### config.mk
export PLATFORM = sky130hd
export DESIGN_NAME = controller
export DESIGN_NICKNAME = d
export VERILOG_FILES = /design/src/hw/cpu_config.svh /design/src/hw/ctrlPkg.sv /design/src/hw/isaPkg.sv /design/src/hw/controller.sv
export SDC_FILE = /design/constraint.sdc
export NUM_CORES = 1
export LEC_CHECK = 0
export ABC_AREA = 1
export BUFFER_PORTS_ARGS = -buffer_cell sky130_fd_sc_hd__buf_2
export CORE_MARGIN = 2
export CORE_UTILIZATION = 40
export DETAILED_ROUTE_END_ITERATION = 16
export PLACE_DENSITY_LB_ADDON = 0.15
export SYNTH_ARGS = -nofsm -noshare
export SYNTH_HDL_FRONTEND = slang
export SYNTH_SLANG_ARGS = --single-unit
### constraint.sdc
create_clock -name clk -period 1 [get_ports clk]
set_input_delay 0 -clock clk [delete_from_list [all_inputs] [get_ports clk]]
set_output_delay 0 -clock clk [all_outputs]
set_load 0.005 [all_outputs]
### src/hw/cpu_config.svh
`ifndef CPU_CONFIG_SVH
`define CPU_CONFIG_SVH

// word size of registers, ALU and memory
`define DATA_WIDTH 16

// unified program and data store
`define MEM_DEPTH 1024
`define ADDR_WIDTH $clog2(`MEM_DEPTH) // 10 bit word address

// general purpose registers, r0 included
`define REG_COUNT 16

// board switches and leds
`define IO_WIDTH 10

// top word of memory is the io window
// load returns switches, store drives leds
`define IO_ADDR 10'h3FF

`endif

### src/hw/ctrlPkg.sv
`default_nettype none

package ctrlPkg;

	// multicycle sequence, every instruction enters at FETCH
	typedef enum logic [1:0] {FETCH, DECODE, EXEC, MEM} stateT;

	typedef enum logic [2:0] {
		ALU_ADD,
		ALU_SUB,  // also cmp
		ALU_AND,
		ALU_OR,
		ALU_XOR,
		ALU_PASS  // b straight through for mov
	} aluOpT;

	typedef enum logic {A_REG, A_PC} aSelT;              // pc only for branch target
	typedef enum logic [1:0] {B_REG, B_SEXT, B_ZEXT} bSelT;
	typedef enum logic {WB_ALU, WB_MEM} wbSelT;
	typedef enum logic {PC_INC, PC_BRANCH} pcSelT;

	// control word from controller to datapath
	typedef struct packed {
		logic  regWrite;
		logic  psrWrite;
		logic  pcWrite;
		logic  instrWrite;
		logic  memWrite;
		logic  setZnl;   // 1 updates l n z, 0 updates c f
		aSelT  aSel;
		bSelT  bSel;
		wbSelT wbSel;
		pcSelT pcSel;
		aluOpT aluOp;
	} ctrlT;

endpackage

`default_nettype wire

### src/hw/isaPkg.sv
`default_nettype none

package isaPkg;

	// primary opcode, bits 15:12
	typedef enum logic [3:0] {
		OP_REG    = 4'b0000, // alu op picked by ext
		OP_ANDI   = 4'b0001,
		OP_ORI    = 4'b0010,
		OP_XORI   = 4'b0011,
		OP_MEM    = 4'b0100, // load / stor
		OP_ADDI   = 4'b0101,
		OP_SUBI   = 4'b1001,
		OP_CMPI   = 4'b1011,
		OP_BRANCH = 4'b1100,
		OP_MOVI   = 4'b1101
	} opT;

	// extended opcode, bits 7:4
	// arithmetic codes line up with the immediate opcodes
	typedef enum logic [3:0] {
		EXT_LOAD = 4'b0000,
		EXT_AND  = 4'b0001,
		EXT_OR   = 4'b0010,
		EXT_XOR  = 4'b0011,
		EXT_STOR = 4'b0100,
		EXT_ADD  = 4'b0101,
		EXT_SUB  = 4'b1001,
		EXT_CMP  = 4'b1011,
		EXT_MOV  = 4'b1101
	} extT;

	// branch condition sits in the rDest field
	typedef enum logic [3:0] {
		COND_EQ = 4'd0,
		COND_NE = 4'd1,
		COND_CS = 4'd2,
		COND_CC = 4'd3,
		COND_LT = 4'd4,
		COND_GE = 4'd5,
		COND_LO = 4'd6,
		COND_HS = 4'd7,
		COND_AL = 4'd14 // other codes never taken
	} condT;

	typedef struct packed {
		opT         op;
		logic [3:0] rDest;
		extT        ext;   // high nibble of imm8 / disp
		logic [3:0] rSrc;  // low nibble of imm8 / disp
	} instrT;

	// processor status register
	typedef struct packed {
		logic c; // carry out, borrow on sub
		logic f; // signed overflow
		logic l; // unsigned less
		logic n; // signed less
		logic z; // equal
	} flagsT;

endpackage

`default_nettype wire

### src/hw/controller.sv
`timescale 1ns/100ps
`default_nettype none

module controller (
	input  logic          clk,
	input  logic          rst,
	input  isaPkg::instrT instr,
	input  isaPkg::flagsT flags,
	output ctrlPkg::ctrlT ctrl
);
	import isaPkg::*;
	import ctrlPkg::*;

	stateT state;
	stateT stateNext;
	extT   aluCode;   // shared code for reg and imm forms
	aluOpT aluOpDec;
	logic  aluValid;
	logic  immSigned;
	logic  setsCf;
	logic  isCmp;

	function automatic logic condMet(input logic [3:0] cond, input flagsT fl);
		case (cond)
			COND_EQ: condMet = fl.z;
			COND_NE: condMet = !fl.z;
			COND_CS: condMet = fl.c;
			COND_CC: condMet = !fl.c;
			COND_LT: condMet = fl.n;
			COND_GE: condMet = !fl.n;
			COND_LO: condMet = fl.l;
			COND_HS: condMet = !fl.l;
			COND_AL: condMet = 1'b1;
			default: condMet = 1'b0; // reserved codes fall through
		endcase
	endfunction

	always_ff @(posedge clk) begin
		if (rst) state <= FETCH;
		else     state <= stateNext;
	end

	// immediate opcodes reuse the ext encoding
	assign aluCode = (instr.op == OP_REG) ? instr.ext : extT'(instr.op);

	always_comb begin
		aluValid  = 1'b1;
		aluOpDec  = ALU_ADD;
		immSigned = 1'b0; // logic imms and movi zero extend
		setsCf    = 1'b0;
		isCmp     = 1'b0;
		case (aluCode)
			EXT_ADD: begin
				setsCf    = 1'b1;
				immSigned = 1'b1;
			end
			EXT_SUB: begin
				aluOpDec  = ALU_SUB;
				setsCf    = 1'b1;
				immSigned = 1'b1;
			end
			EXT_CMP: begin
				aluOpDec  = ALU_SUB; // result dropped
				isCmp     = 1'b1;
				immSigned = 1'b1;
			end
			EXT_AND: aluOpDec = ALU_AND;
			EXT_OR:  aluOpDec = ALU_OR;
			EXT_XOR: aluOpDec = ALU_XOR;
			EXT_MOV: aluOpDec = ALU_PASS;
			default: aluValid = 1'b0; // mem, branch or unused code
		endcase
	end

	always_comb begin
		ctrl       = '0;
		ctrl.aSel  = A_REG;
		ctrl.bSel  = B_REG;
		ctrl.wbSel = WB_ALU;
		ctrl.pcSel = PC_INC;
		ctrl.aluOp = ALU_ADD;
		stateNext  = FETCH;
		case (state)
			FETCH: begin
				ctrl.instrWrite = 1'b1;
				ctrl.pcWrite    = 1'b1; // pc+1 from here on
				stateNext       = DECODE;
			end
			DECODE: stateNext = EXEC; // operands latched in datapath
			EXEC: begin
				if (instr.op == OP_MEM) begin
					stateNext = MEM; // address on port 2 this cycle
				end else if (instr.op == OP_BRANCH) begin
					if (condMet(instr.rDest, flags)) begin
						ctrl.pcWrite = 1'b1;
						ctrl.pcSel   = PC_BRANCH;
						ctrl.aSel    = A_PC;    // pc+1 plus disp
						ctrl.bSel    = B_SEXT;
					end
				end else if (aluValid) begin
					ctrl.aluOp    = aluOpDec;
					ctrl.regWrite = !isCmp;
					ctrl.psrWrite = setsCf || isCmp;
					ctrl.setZnl   = isCmp;
					if (instr.op != OP_REG)
						ctrl.bSel = immSigned ? B_SEXT : B_ZEXT;
				end
			end
			MEM: begin
				ctrl.wbSel    = WB_MEM;
				ctrl.regWrite = (instr.ext == EXT_LOAD);
				ctrl.memWrite = (instr.ext == EXT_STOR);
			end
			default: stateNext = FETCH;
		endcase
	end

	// store only in MEM of a memory op whose instruction is still held from EXEC
	memWriteInMem: assert property (@(posedge clk) disable iff (rst)
		ctrl.memWrite |-> (state == MEM && instr.op == OP_MEM && $stable(instr)));

	// no unknown state or control word once out of reset
	stateLegal: assert property (@(posedge clk) disable iff (rst)
		!$isunknown(state) && !$isunknown(ctrl));

endmodule

`default_nettype wire

==> qor.yml <==
die:
  die_area_um2: 1630
  rows: 13
  die_w_um: 40.4
  io_pins: 37
  start_util_pct: 41.7
  coreArea_um2: 1270
  die_h_um: 40.4
clock_tree:
  cts_tree: "done"
  clk_pin_slew_worst_paths_ns: 0.03
  cts_buffer_depth: 2
  clk-insertion-delay-late_ns: 0.24
  h-tree-depth: 1
  cts-root-buf: "clkbuf_4"
  cts_sinks: 2
  cts-buffers-inserted: 3
sta:
  grt_setup_unrepaired: "yes"
  worst_pin_slew_ns: 0.348
  setup_viol: 10
  hold_viol: 0
  finalSetupTns_ns: -0.436
  timing.final.crit_share_pct: 109
  maxSlewViolCount: 0
  setup_ws_ns: -0.0900
  holdWs_ns: 0.304
  fin_crit_ns: 1.09
  relSlewSlack_pct: 76.6
  timing.fmax_ghz: 0.917
  fin_skew_ns: 0.00648
critical_path:
  r2r.worst_path.cells: 4
  end_kind: "primary output"
  start_kind: "flip-flop"
  rr_endpoint: "state[1]"
  critPathArrivalTime_ns: 1.09
  startpoint: "state[0]"
  worst-setup-path-type: "flip-flop to primary output"
  cp.required_ns: 1.00
  ff2ff_setup_slack_ns: 0.09
  reg2reg_from: "state[1]"
  cp_max_fo: 4
finish:
  largest-register: "state"
  largest_registers: "state x2"
  area_growth_pct: 73.0
  design_area_um2: 916
  multi_input_comb_area_um2: 474
  layout_commonest_cell: "buf_2"
  nFillCells: 105
  fin_util_pct: 72.2
  seq_area_um2: 42.5
  largest_reg_flops: 2
  num-nets-final: 178
  layout_common_cells: "29 x buf_2, 22 x nand2_1, 17 x nand3_1"
  drive_above_1_share_pct: 51.6
  antenna_cells: 0
placement:
  gp_congestion: 0.724
  dp_hpwl_um: 1220
  preCtsSetupSlack_ns: -0.0462
  port_buffers: 31
  placed_cell_area_um2: 756
min_path:
  hold_start: "instr[14]"
  whs_endpoint: "state[0]"
  hold_class: "input pin to flip-flop"
  holdPathStages: 4
drt:
  ant_nets: 0
  firstDrtPassIters: 4
  vias: 822
  wl_per_cell_um: 10.3
  drcViolationCount: 0
  dr.first_iter.drc_count: 20
  routed_via_density: 4.89
  totalWireLength_um: 1720
status:
  violations: "negative setup slack"
  status: "finished with violations"
synth:
  synth_nets: 130
  syn_inst: 107
  netlist_area_um2: 529
  yosysUniqueCellTypes: 19
  yosysSeqAreaShare_pct: 7.57
  yosys_warnings: 0
  syn_avg_cell_area_um2: 4.95
  ys_ff_latch: 2
global_route:
  grt_pass1_wl_um: 2260
  antenna_found_initial: 0
  grt_max_degree: 8
  grt_pass1_vias: 610
  globalRouteTotalUtil_pct: 20.9
  gr-total-overflow: 0
run:
  maxCapViolations: 0
power:
  p_leak_nw: 0.545
  ir_drop_mv: 0.556
  p_per_area_nw_per_um2: 731
==> where the power goes <==
group,internal [W],switching [W],leakage (nW)
sequential,0.0000940,0.0000125,0.0172
combinational,0.000169,0.000206,0.514
clock,0.000133,0.0000553,0.0138
==> metrics by stage <==
| step | instances | total power, W |
|---|---|---|
| floorplan | 107 | 0.000258 |
| global placement | 160 | 0.000386 |
| detailed placement | 160 | 0.000393 |
| CTS | 165 | 0.000619 |
| global route | 168 | 0.000725 |
| finish | 168 | 0.000670 |
==> how the worst max path moves through the flow <==
| stage | to | slack (ns) |
|---|---|---|
| floorplan | ctrl[7] | 0.05 |
| global placement | ctrl[6] | -0.03 |
| detailed placement | ctrl[6] | -0.05 |
| CTS | ctrl[6] | -0.1 |
| global route | ctrl[5] | -0.17 |
| finish | ctrl[6] | -0.09 |
==> cells in the mapped netlist <==
library cell / n / area share (%)
nand3_2: 1 / 1.9
nor4_1: 2 / 2.4
inv_1: 19 / 13
nand2_1: 25 / 18
nand3b_1: 1 / 1.4
nand2_4: 1 / 2.1
inv_2: 2 / 1.4
nand4_1: 1 / 1.2
dfxtp_1: 2 / 7.6
nor2_2: 2 / 2.4
nand2_2: 5 / 5.9
buf_4: 1 / 1.4
nor2_1: 17 / 12
a21oi_1: 3 / 2.8
nor2_4: 2 / 4.3
nor3_1: 2 / 1.9
o21ai_0: 1 / 0.94
a31oi_1: 1 / 1.2
nand3_1: 19 / 18
==> area by class of cell <==
class                           count  area share, %
Inverter                           21           8.61
Sequential cell                     2           4.64
Tap cell                           15           2.05
Multi-Input combinational cell     83           51.8
Timing Repair Buffer               44           30.5
Clock buffer                        3           2.46
==> cell families after synthesis <==
group / count (synthesis) / synth area share [%]
DFF: 2 / 7.57
AOI/OAI and AO/OA: 5 / 4.96
buffers and inverters: 22 / 16.3
and+or+nand+nor: 78 / 71.2
==> layer usage <==
metal	routed length [µm]	share of wire [%]	up-vias	global-route usage, %
met5	0	0	-	0
met4	47	2.7	0	12.5
met3	77	4.5	7	3.33
met2	928	54	29	39.3
met1	668	39	354	21.0
li1	-	-	432	-
==> critical path: stages (launching register included) <==
cell     delay [ns]
dfxtp_2        0.34
nor2_4         0.14
buf_6          0.13
nand2_2        0.04
nor2_2         0.09
buf_2          0.11
==> repair_timing <==
action,CTS,global route
hold endpoints to repair,2,0
endpoints found under the setup margin,11,12
resized for setup,12,21
hold buffers,1,0
pin swaps,5,13
buffers inserted,1,3
Note: power is estimated with default switching activity, not from simulation.
