<file path="src/hw/cpu_config.svh">
`ifndef CPU_CONFIG_SVH
`define CPU_CONFIG_SVH

// word size of registers, ALU and memory
`define DATA_WIDTH 16

// unified program and data store
`define MEM_DEPTH 1024
`define ADDR_WIDTH $clog2(`MEM_DEPTH) // 10 bit word address

// general purpose registers, r0 included
`define REG_COUNT 16

// board switches and leds
`define IO_WIDTH 10

// top word of memory is the io window
// load returns switches, store drives leds
`define IO_ADDR 10'h3FF

`endif

</file>
<file path="src/hw/ctrlPkg.sv">
`default_nettype none

package ctrlPkg;

	// multicycle sequence, every instruction enters at FETCH
	typedef enum logic [1:0] {FETCH, DECODE, EXEC, MEM} stateT;

	typedef enum logic [2:0] {
		ALU_ADD,
		ALU_SUB,  // also cmp
		ALU_AND,
		ALU_OR,
		ALU_XOR,
		ALU_PASS  // b straight through for mov
	} aluOpT;

	typedef enum logic {A_REG, A_PC} aSelT;              // pc only for branch target
	typedef enum logic [1:0] {B_REG, B_SEXT, B_ZEXT} bSelT;
	typedef enum logic {WB_ALU, WB_MEM} wbSelT;
	typedef enum logic {PC_INC, PC_BRANCH} pcSelT;

	// control word from controller to datapath
	typedef struct packed {
		logic  regWrite;
		logic  psrWrite;
		logic  pcWrite;
		logic  instrWrite;
		logic  memWrite;
		logic  setZnl;   // 1 updates l n z, 0 updates c f
		aSelT  aSel;
		bSelT  bSel;
		wbSelT wbSel;
		pcSelT pcSel;
		aluOpT aluOp;
	} ctrlT;

endpackage

`default_nettype wire

</file>
<file path="src/hw/isaPkg.sv">
`default_nettype none

package isaPkg;

	// primary opcode, bits 15:12
	typedef enum logic [3:0] {
		OP_REG    = 4'b0000, // alu op picked by ext
		OP_ANDI   = 4'b0001,
		OP_ORI    = 4'b0010,
		OP_XORI   = 4'b0011,
		OP_MEM    = 4'b0100, // load / stor
		OP_ADDI   = 4'b0101,
		OP_SUBI   = 4'b1001,
		OP_CMPI   = 4'b1011,
		OP_BRANCH = 4'b1100,
		OP_MOVI   = 4'b1101
	} opT;

	// extended opcode, bits 7:4
	// arithmetic codes line up with the immediate opcodes
	typedef enum logic [3:0] {
		EXT_LOAD = 4'b0000,
		EXT_AND  = 4'b0001,
		EXT_OR   = 4'b0010,
		EXT_XOR  = 4'b0011,
		EXT_STOR = 4'b0100,
		EXT_ADD  = 4'b0101,
		EXT_SUB  = 4'b1001,
		EXT_CMP  = 4'b1011,
		EXT_MOV  = 4'b1101
	} extT;

	// branch condition sits in the rDest field
	typedef enum logic [3:0] {
		COND_EQ = 4'd0,
		COND_NE = 4'd1,
		COND_CS = 4'd2,
		COND_CC = 4'd3,
		COND_LT = 4'd4,
		COND_GE = 4'd5,
		COND_LO = 4'd6,
		COND_HS = 4'd7,
		COND_AL = 4'd14 // other codes never taken
	} condT;

	typedef struct packed {
		opT         op;
		logic [3:0] rDest;
		extT        ext;   // high nibble of imm8 / disp
		logic [3:0] rSrc;  // low nibble of imm8 / disp
	} instrT;

	// processor status register
	typedef struct packed {
		logic c; // carry out, borrow on sub
		logic f; // signed overflow
		logic l; // unsigned less
		logic n; // signed less
		logic z; // equal
	} flagsT;

endpackage

`default_nettype wire

</file>
<file path="src/hw/aluUnit.sv">
`timescale 1ns/100ps
`default_nettype none
`include "cpu_config.svh"

module aluUnit (
	input  logic [`DATA_WIDTH-1:0] a,
	input  logic [`DATA_WIDTH-1:0] b,
	input  ctrlPkg::aluOpT         op,
	output logic [`DATA_WIDTH-1:0] result,
	output isaPkg::flagsT          flagsOut
);
	import ctrlPkg::*;

	localparam int MSB = `DATA_WIDTH - 1;

	logic [`DATA_WIDTH:0] sumExt;  // extra bit is carry
	logic [`DATA_WIDTH:0] diffExt; // extra bit is borrow
	logic                 addOv;
	logic                 subOv;

	assign sumExt  = {1'b0, a} + {1'b0, b};
	assign diffExt = {1'b0, a} - {1'b0, b};

	// same sign in, other sign out
	assign addOv = (a[MSB] == b[MSB]) && (sumExt[MSB] != a[MSB]);
	assign subOv = (a[MSB] != b[MSB]) && (diffExt[MSB] != a[MSB]);

	always_comb begin
		case (op)
			ALU_ADD:  result = sumExt[MSB:0];
			ALU_SUB:  result = diffExt[MSB:0];
			ALU_AND:  result = a & b;
			ALU_OR:   result = a | b;
			ALU_XOR:  result = a ^ b;
			ALU_PASS: result = b;
			default:  result = sumExt[MSB:0];
		endcase
	end

	always_comb begin
		if (op == ALU_ADD) begin
			flagsOut.c = sumExt[`DATA_WIDTH];
			flagsOut.f = addOv;
		end else begin
			flagsOut.c = diffExt[`DATA_WIDTH];
			flagsOut.f = subOv;
		end
		// compare flags come off a - b
		flagsOut.l = diffExt[`DATA_WIDTH];
		flagsOut.n = diffExt[MSB] ^ subOv;
		flagsOut.z = (diffExt[MSB:0] == '0);
	end

endmodule

`default_nettype wire

</file>
<file path="src/hw/datapath.sv">
`timescale 1ns/100ps
`default_nettype none
`include "cpu_config.svh"

module datapath (
	input  logic                   clk,
	input  logic                   rst,
	input  ctrlPkg::ctrlT          ctrl,
	input  logic [`DATA_WIDTH-1:0] rdata1,
	input  logic [`DATA_WIDTH-1:0] rdata2,
	output isaPkg::instrT          instr,
	output isaPkg::flagsT          flags,
	output logic [`ADDR_WIDTH-1:0] addr1,
	output logic [`ADDR_WIDTH-1:0] addr2,
	output logic [`DATA_WIDTH-1:0] wdata
);
	import isaPkg::*;
	import ctrlPkg::*;

	logic [`ADDR_WIDTH-1:0] pc;
	logic [`ADDR_WIDTH-1:0] pcNext;
	logic [`ADDR_WIDTH-1:0] branchTarget;
	logic [`DATA_WIDTH-1:0] regFile [`REG_COUNT];
	logic [`DATA_WIDTH-1:0] regA;      // rDest operand
	logic [`DATA_WIDTH-1:0] regB;      // rSrc operand
	logic [7:0]             imm8;
	logic [`DATA_WIDTH-1:0] immSext;
	logic [`DATA_WIDTH-1:0] immZext;
	logic [`DATA_WIDTH-1:0] aluA;
	logic [`DATA_WIDTH-1:0] aluB;
	logic [`DATA_WIDTH-1:0] aluResult;
	logic [`DATA_WIDTH-1:0] wbData;
	flagsT                  aluFlags;

	assign branchTarget = aluResult[`ADDR_WIDTH-1:0]; // adder reused for branches
	assign pcNext = (ctrl.pcSel == PC_BRANCH) ? branchTarget : pc + 1'b1;

	// fetch reads one cycle ahead, so a taken branch steers the port early
	assign addr1 = (ctrl.pcWrite && ctrl.pcSel == PC_BRANCH) ? branchTarget : pc;

	always_ff @(posedge clk) begin
		if (rst)               pc <= '0;
		else if (ctrl.pcWrite) pc <= pcNext;
	end

	always_ff @(posedge clk) begin
		if (ctrl.instrWrite) instr <= instrT'(rdata1);
	end

	// operand latches, stable from EXEC on
	always_ff @(posedge clk) begin
		regA <= regFile[instr.rDest];
		regB <= regFile[instr.rSrc];
	end

	assign imm8    = {instr.ext, instr.rSrc};
	assign immSext = {{(`DATA_WIDTH-8){imm8[7]}}, imm8};
	assign immZext = {{(`DATA_WIDTH-8){1'b0}}, imm8};

	assign aluA = (ctrl.aSel == A_PC) ? {{(`DATA_WIDTH-`ADDR_WIDTH){1'b0}}, pc} : regA;

	always_comb begin
		case (ctrl.bSel)
			B_SEXT:  aluB = immSext;
			B_ZEXT:  aluB = immZext;
			default: aluB = regB;
		endcase
	end

	aluUnit u_aluUnit (
		.a        (aluA),
		.b        (aluB),
		.op       (ctrl.aluOp),
		.result   (aluResult),
		.flagsOut (aluFlags)
	);

	assign wbData = (ctrl.wbSel == WB_MEM) ? rdata2 : aluResult;

	always_ff @(posedge clk) begin
		if (ctrl.regWrite) regFile[instr.rDest] <= wbData;
	end

	// cmp owns l n z, add and sub own c f
	always_ff @(posedge clk) begin
		if (rst) begin
			flags <= '0;
		end else if (ctrl.psrWrite) begin
			if (ctrl.setZnl) begin
				flags.l <= aluFlags.l;
				flags.n <= aluFlags.n;
				flags.z <= aluFlags.z;
			end else begin
				flags.c <= aluFlags.c;
				flags.f <= aluFlags.f;
			end
		end
	end

	assign addr2 = regB[`ADDR_WIDTH-1:0]; // rSrc holds the address
	assign wdata = regA;                  // stor data from rDest

	fetchNotWriteback: assert property (@(posedge clk) disable iff (rst)
		(ctrl.pcWrite || ctrl.instrWrite) |-> !ctrl.regWrite);

endmodule

`default_nettype wire

</file>
<file path="config.mk">
export PLATFORM = sky130hd
export DESIGN_NAME = datapath
export DESIGN_NICKNAME = d
export VERILOG_FILES = /design/src/hw/ctrlPkg.sv /design/src/hw/isaPkg.sv /design/src/hw/aluUnit.sv /design/src/hw/datapath.sv
export VERILOG_INCLUDE_DIRS = /design/src /design/src/hw
export SDC_FILE = /design/constraint.sdc
export NUM_CORES = 1
export LEC_CHECK = 0
export BUFFER_PORTS_ARGS = -buffer_cell sky130_fd_sc_hd__clkbuf_2
export CAP_MARGIN = 20
export CORE_MARGIN = 2
export CORE_UTILIZATION = 45
export DETAILED_ROUTE_END_ITERATION = 16
export GPL_TIMING_DRIVEN = 0
export PLACE_DENSITY = 0.7
export SLEW_MARGIN = 10
export SYNTH_ARGS = -nofsm -noshare
export SYNTH_HDL_FRONTEND = slang
export SYNTH_SLANG_ARGS = --single-unit
</file>
<file path="constraint.sdc">
create_clock -name clk -period 5.8 [get_ports clk]
set_clock_uncertainty 0.05 [all_clocks]
set_input_delay 0.87 -clock clk [delete_from_list [all_inputs] [get_ports clk]]
set_output_delay 0.87 -clock clk [all_outputs]
set_load 0.02 [all_outputs]
</file>
==> results of run 1 <==
through the flow:
| stage | setup WS (ns) | TNS [ns] | utilization, % | area [µm²] | hold slack (ns) |
|---|---|---|---|---|---|
| 2_1_floorplan | 0.529 | 0 | - | 17200 | 0.476 |
| 3_3_place_gp | -0.981 | -46.14 | 48.7 | 18300 | 0.403 |
| 3_5_place_dp | -0.751 | -11.25 | 49.7 | 18700 | 0.403 |
| 4_1_cts | 0.0118 | 0 | 52.6 | 19800 | 0.413 |
| 5_1_grt | -0.0462 | -0.0462 | 52.8 | 19900 | 0.423 |
| 6_report | 0.185 | 0 | 52.8 | 19900 | 0.409 |
power by group through the flow:
stage          clock (W)  combinational (W)  sequential [W]
6_report         0.00214            0.00169         0.00275
5_1_grt          0.00225            0.00181         0.00275
4_1_cts          0.00216            0.00165         0.00274
3_5_place_dp           0            0.00164         0.00279
3_3_place_gp           0            0.00159         0.00279
2_1_floorplan          0            0.00108         0.00279
kinds of logic (layout without fill, tap and decap cells):
| group | Yosys count | after routing | share of synthesized area [%] |
|---|---|---|---|
| AOI/OAI and AO/OA | 200 | 200 | 7.67 |
| xor gates and xnor gates | 21 | 21 | 1.07 |
| adders and majority gates | 57 | 57 | 4.29 |
| buffers and inverters | 147 | 332 | 3.72 |
| DFF | 319 | 319 | 53.1 |
| muxes | 190 | 190 | 22.8 |
| and+or+nand+nor | 251 | 251 | 7.38 |
critical path: cells and delay by family (launching register included):
| kind | cells | cell delay (ns) |
|---|---|---|
| buffers and inverters | 3 | 0.96 |
| adder cells (fa/ha/maj) | 1 | 0.33 |
| flip-flops | 1 | 0.36 |
| AND/OR/NAND/NOR | 2 | 0.73 |
| AO/OA/AOI/OAI | 7 | 1.76 |
final cells by class:
cell class	count	area [µm²]
plain buffers	86	419
clock buffers	47	951
clock inverters	14	138
fillers	3073	17700
inverters	59	221
multi-input cells	719	7540
flip-flops and latches	319	9110
well taps	511	639
repair buffers	126	836
registers in the layout, indices dropped and copies added (netlist names):
| name | flops |
|---|---|
| flags | 5 |
| regB | 16 |
| pc | 10 |
| instr | 16 |
| wdata | 16 |
| regFile | 256 |
per-layer routing:
metal,routed length [µm],share of wire (%),vias up
li1,-,-,5010
met4,2490,4.7,2
met5,13,0.024,-
met2,26700,50,721
met3,4770,8.9,151
met1,19500,36,6019
synth_stat cells, types with 6 or more instances:
cell,number,area (µm²)
clkbuf_1,48,180
nand4_1,11,68.8
buf_4,15,113
a21oi_1,58,290
dfxtp_1,47,941
buf_2,19,95.1
a31oi_1,6,37.5
edfxtp_1,272,8170
mux2_2,9,101
ha_1,54,676
nor4_1,8,50.1
nand2b_1,24,150
mux4_2,160,3600
o22ai_1,6,37.5
mux2i_1,21,210
a211oi_1,16,120
nand2_1,57,214
xor2_1,7,61.3
nor2_1,73,274
nor2b_1,12,75.1
nor3_1,17,85.1
xnor2_1,14,123
o21ai_0,41,205
inv_1,58,218
o31ai_1,7,52.6
nand3_1,13,65.1
o21a_1,7,52.6
worst max-delay path by stage:
stage	start	endpoint	slack, ns	depth (start not counted)
after global routing	ctrl[5]	flags[0]$_SDFFE_PP0P_	-0.05	23
final	instr[2]$_DFFE_PP_	addr1[8]	0.19	13
after CTS	ctrl[5]	addr1[8]	0.01	16
after detailed placement	ctrl[5]	flags[0]$_SDFFE_PP0P_	-0.75	24
after global placement	ctrl[5]	regFile[14][8]$_DFFE_PP_	-0.98	16
after floorplan	ctrl[5]	addr1[8]	0.53	15
what timing repair did:
action                                  4_1_cts  5_1_grt
endpoints found under the setup margin       20       20
gates resized for setup                       4       19
hold buffers                                  0        0
pin swaps                                     0        2
hold endpoints to repair                      0        0
==> results.json, run 1 <==
{
  "synth_area_um2": 17200,
  "syn_inst": 1185,
  "wl_um": 53500,
  "syn2layout_area_growth_pct": 15.6,
  "portBuffers": 98,
  "r2r_cells": 20,
  "grt_pass1_vias": 11900,
  "gr-usage-all-layers_pct": 27.4,
  "vias_per_cell": 6.33,
  "ys.warnings.count": 0,
  "sw_frac_of_total_pct": 31.2,
  "cts_setup_buffers": 0,
  "drt_pass1_iterations": 5,
  "power.density_nw_per_um2": 331,
  "grt_overflow": 0,
  "final_cell_mix": "edfxtp_1, mux4_2, clkbuf_2, nor2_1, inv_1",
  "path_class": "flop to output port",
  "ir_drop_v": 0.000226,
  "std_cell_rows": 71,
  "synth_top_flop_cell": "edfxtp_1",
  "postRouteAntennaNets": 0,
  "clk_pin_slew_ns": 0.07,
  "start_util_pct": 45.7,
  "numCtsBuffers": 35,
  "gr-max-usage-layer": "met2",
  "cts_sinks": 319,
  "p_clk_share_pct": 32.5,
  "slowest_delay_ns": 0.59,
  "final_common_cell": "edfxtp_1",
  "synth-seq-cells": 319,
  "rsz0062_at_grt": "yes",
  "io-pin-count": 105,
  "crit_top_cell": "o21ai_0",
  "p_total_w": 0.00657,
  "post-dp-hpwl_um": 39000,
  "synth.distinct_cells": 78,
  "gp_congestion": 1.00,
  "holdPathStages": 2,
  "min_period_over_period_pct": 96.8,
  "switchingPower_w": 0.00205,
  "cts_tree": "built",
  "wire_per_inst_um": 28.4,
  "grt_max_degree": 17,
  "maxCapViolations": 0,
  "clockBufferDepth": 3,
  "route.detailed.drc": 0,
  "worstPathRequired_ns": 4.88,
  "seqPwrFrac_pct": 41.8,
  "end_kind": "output port",
  "worstPathCellList": "clkbuf_1 -> o21ai_0 -> o21ai_0 -> ha_1 -> buf_4 -> o21ba_2 -> or4_1 -> a211oi_2 -> o31a_1 -> o21ai_0 -> and2_4 -> o21ai_0 -> clkbuf_2",
  "p_int_w": 0.00452,
  "critPathSlowestCell": "clkbuf_1",
  "hold_path_startpoint": "flags[2]$_SDFFE_PP0P_",
  "cp-start-kind": "flop",
  "hold_class": "flop to flop",
  "seq_area_frac_synth_pct": 53.1,
  "slew_viol_final": 0,
  "synthesis.nets": 1290,
  "arrival_ns": 4.69,
  "grt_use_met2_pct": 46.8,
  "max_freq_mhz": 178,
  "core-area_um2": 37600,
  "root_buffer": "clkbuf_16",
  "antenna_found_initial": 1,
  "post-route-min-period_ns": 5.61,
  "via_count": 11900,
  "fp.dieW_um": 199,
  "postSynthAreaPerCell_um2": 14.5,
  "dpl.cell_count": 1820,
  "hold_violations": 0,
  "slew_headroom_pct": 23.4,
  "critical_path.max_fanout": 9,
  "r2r_slack_ns": 0.37,
  "p_leak_nw": 7.10,
  "worstSkewPairLatency_ns": 0.54,
  "grtUsageMet3_pct": 5.37,
  "diodes": 0,
  "r2r-end": "flags[0]$_SDFFE_PP0P_",
  "worst-slew-pin-transition_ns": 1.15,
  "nNetsFinal": 1451,
  "power_frac_comb_pct": 25.7,
  "r2r_start": "instr[2]$_DFFE_PP_",
  "htree_levels": 2,
  "die_y_um": 199,
  "status": "finished clean",
  "synth_edf_count": 272,
  "synth-async-reset-ratio_pct": 0,
  "die-area_um2": 39700,
  "hold_end": "flags[2]$_SDFFE_PP0P_",
  "grt_pass1_wl_um": 77000,
  "finalSetupViolations": 0,
  "grtUsageMet1_pct": 33.8,
  "drive_gt1_share_pct": 30.9,
  "stdcell_count": 1881,
  "drtIter0Drc": 1246
}
Note: power is estimated with default switching activity, not from simulation.
==> inputs of run 2 (changes only) <==
--- a/config.mk
+++ b/config.mk
@@ -6,13 +6,13 @@
 export SDC_FILE = /design/constraint.sdc
 export NUM_CORES = 1
 export LEC_CHECK = 0
-export BUFFER_PORTS_ARGS = -buffer_cell sky130_fd_sc_hd__clkbuf_2
+export BUFFER_PORTS_ARGS = -buffer_cell sky130_fd_sc_hd__buf_2
 export CAP_MARGIN = 20
 export CORE_MARGIN = 2
-export CORE_UTILIZATION = 45
+export CORE_UTILIZATION = 35
 export DETAILED_ROUTE_END_ITERATION = 16
 export GPL_TIMING_DRIVEN = 0
-export PLACE_DENSITY = 0.7
+export PLACE_DENSITY = 0.59
 export SLEW_MARGIN = 10
 export SYNTH_ARGS = -nofsm -noshare
 export SYNTH_HDL_FRONTEND = slang
==> results.json, run 2 (synthesis gave the netlist of run 1 again) <==
{
  "grtUsageMet1_pct": 28.3,
  "post-route-min-period_ns": 5.61,
  "wl_um": 54800,
  "std_cell_rows": 81,
  "htree_levels": 2,
  "switchingPower_w": 0.00209,
  "io-pin-count": 105,
  "finalSetupViolations": 0,
  "min_period_over_period_pct": 96.7,
  "via_count": 11600,
  "seqPwrFrac_pct": 40.7,
  "rsz0062_at_grt": "no",
  "worstPathRequired_ns": 4.88,
  "gr-usage-all-layers_pct": 21.7,
  "vias_per_cell": 5.82,
  "grtUsageMet3_pct": 3.29,
  "p_int_w": 0.00466,
  "die_y_um": 225,
  "grt_overflow": 0,
  "portBuffers": 98,
  "finalSetupTns_ns": 0,
  "power_frac_comb_pct": 25.6,
  "p_leak_nw": 7.14,
  "end_kind": "output port",
  "antenna_found_initial": 2,
  "root_buffer": "clkbuf_16",
  "numCtsBuffers": 35,
  "drt_pass1_iterations": 5,
  "p_clk_share_pct": 33.7,
  "top_register": "regFile",
  "route.detailed.drc": 0,
  "status": "finished clean",
  "power.density_nw_per_um2": 335,
  "holdWs_ns": 0.411,
  "max_freq_mhz": 178,
  "gp_congestion": 0.945,
  "slew_headroom_pct": 27.5,
  "cts-hold-fix-buffers": 0,
  "cts_sinks": 319,
  "slowest_delay_ns": 0.53,
  "grt_pass1_wl_um": 78700,
  "largest_register_ffs": 256,
  "arrival_ns": 4.69,
  "nNetsFinal": 1450,
  "drive_gt1_share_pct": 31.2,
  "critical_path.max_fanout": 10,
  "grt_max_degree": 17,
  "final_cell_mix": "edfxtp_1, mux4_2, buf_2, nor2_1, clkbuf_1",
  "cts_tree": "built",
  "ir_drop_v": 0.000226,
  "final_common_cell": "edfxtp_1",
  "core-area_um2": 48600,
  "grt_use_met2_pct": 38.0,
  "drtIter0Drc": 1140,
  "sw_frac_of_total_pct": 30.9,
  "worstPathCellList": "buf_2 -> inv_1 -> ha_1 -> clkbuf_2 -> a21oi_2 -> inv_1 -> ha_1 -> fa_1 -> o21ba_2 -> or4_1 -> a211oi_2 -> o31a_1 -> o21ai_0 -> and2_1 -> o21ai_0 -> buf_2",
  "syn2layout_area_growth_pct": 17.0,
  "cp-start-kind": "input pin",
  "diodes": 0,
  "postRouteAntennaNets": 0,
  "start_util_pct": 35.3,
  "clk_pin_slew_ns": 0.07,
  "worstSkewPairLatency_ns": 0.56,
  "hold_violations": 0,
  "clockBufferDepth": 3,
  "fp.dieW_um": 225,
  "gr-max-usage-layer": "met2",
  "post-dp-hpwl_um": 40800,
  "hold_class": "flop to flop",
  "wire_per_inst_um": 27.5,
  "slew_viol_final": 0,
  "die-area_um2": 50800,
  "path_class": "input pin to output port",
  "critPathSlowestCell": "fa_1",
  "grt_pass1_vias": 11600,
  "maxCapViolations": 0,
  "worst-slew-pin-transition_ns": 1.09
}
==> run 2: changes by cell type in the layout (fill, tap and decap cells not counted), sizes merged <==
cell	delta
clkinv	-4
buf	+95
bufinv	+3
clkbuf	-93
clkinvlp	-3
inv	+2
==> run 2: final cells by class <==
| type | instances | area, µm² |
|---|---|---|
| well taps | 622 | 778 |
| plain buffers | 86 | 415 |
| inverters | 59 | 221 |
| flip-flops and latches | 319 | 9110 |
| multi-input cells | 719 | 7580 |
| clock inverters | 12 | 198 |
| fillers | 4439 | 28600 |
| clock buffers | 50 | 942 |
| repair buffers | 125 | 847 |
==> run 2: worst paths after layout <==
check                           to  cells past startpoint  slack (ns)                  start
max reg2reg  flags[0]$_SDFFE_PP0P_                     20        0.48     instr[2]$_DFFE_PP_
min reg2reg  flags[2]$_SDFFE_PP0P_                      2        0.41  flags[2]$_SDFFE_PP0P_
max                       addr1[8]                     16        0.19                ctrl[5]
min          flags[2]$_SDFFE_PP0P_                      2        0.41  flags[2]$_SDFFE_PP0P_
==> run 2: metrics by stage <==
| step | std cells | area (µm²) | utilization [%] | total power, W | worst slack, ns |
|---|---|---|---|---|---|
| after floorplan | 1185 | 17200 | - | 0.00388 | 0.529 |
| after global placement | 1905 | 18400 | 37.9 | 0.00443 | -1.25 |
| after detailed placement | 1931 | 18900 | 38.8 | 0.00447 | -1.25 |
| after CTS | 1992 | 20000 | 41.2 | 0.00674 | 0.0439 |
| after global routing | 1992 | 20100 | 41.3 | 0.00699 | 0.00270 |
| final | 1992 | 20100 | 41.3 | 0.00674 | 0.194 |
==> run 2: per-layer routing <==
metal  part of all wire, %  wire length (µm)
met5                     0                 0
met4                   2.2              1230
met3                   6.6              3640
met2                    51             27800
met1                    40             22100
==> run 2: power by group through the flow <==
stage	Combinational (W)	Clock [W]	Sequential, W
after CTS	0.00169	0.00231	0.00274
final	0.00173	0.00227	0.00274
after global routing	0.00185	0.00238	0.00275
after floorplan	0.00108	0	0.00279
after global placement	0.00164	0	0.00279
after detailed placement	0.00168	0	0.00279
==> run 2: worst max-delay path, delay by kind of cell <==
| family | cells | cell delay [ns] |
|---|---|---|
| AO/OA/AOI/OAI | 6 | 1.27 |
| adder cells (fa/ha/maj) | 3 | 1.13 |
| buffers and inverters | 5 | 0.68 |
| AND/OR/NAND/NOR | 2 | 0.72 |
==> run 2: timing repair <==
item / 4_1_cts / 5_1_grt
gates cloned: 0 / 0
gates resized for setup: 9 / 18
buffers inserted: 0 / 0
setup endpoints to repair: 19 / 19
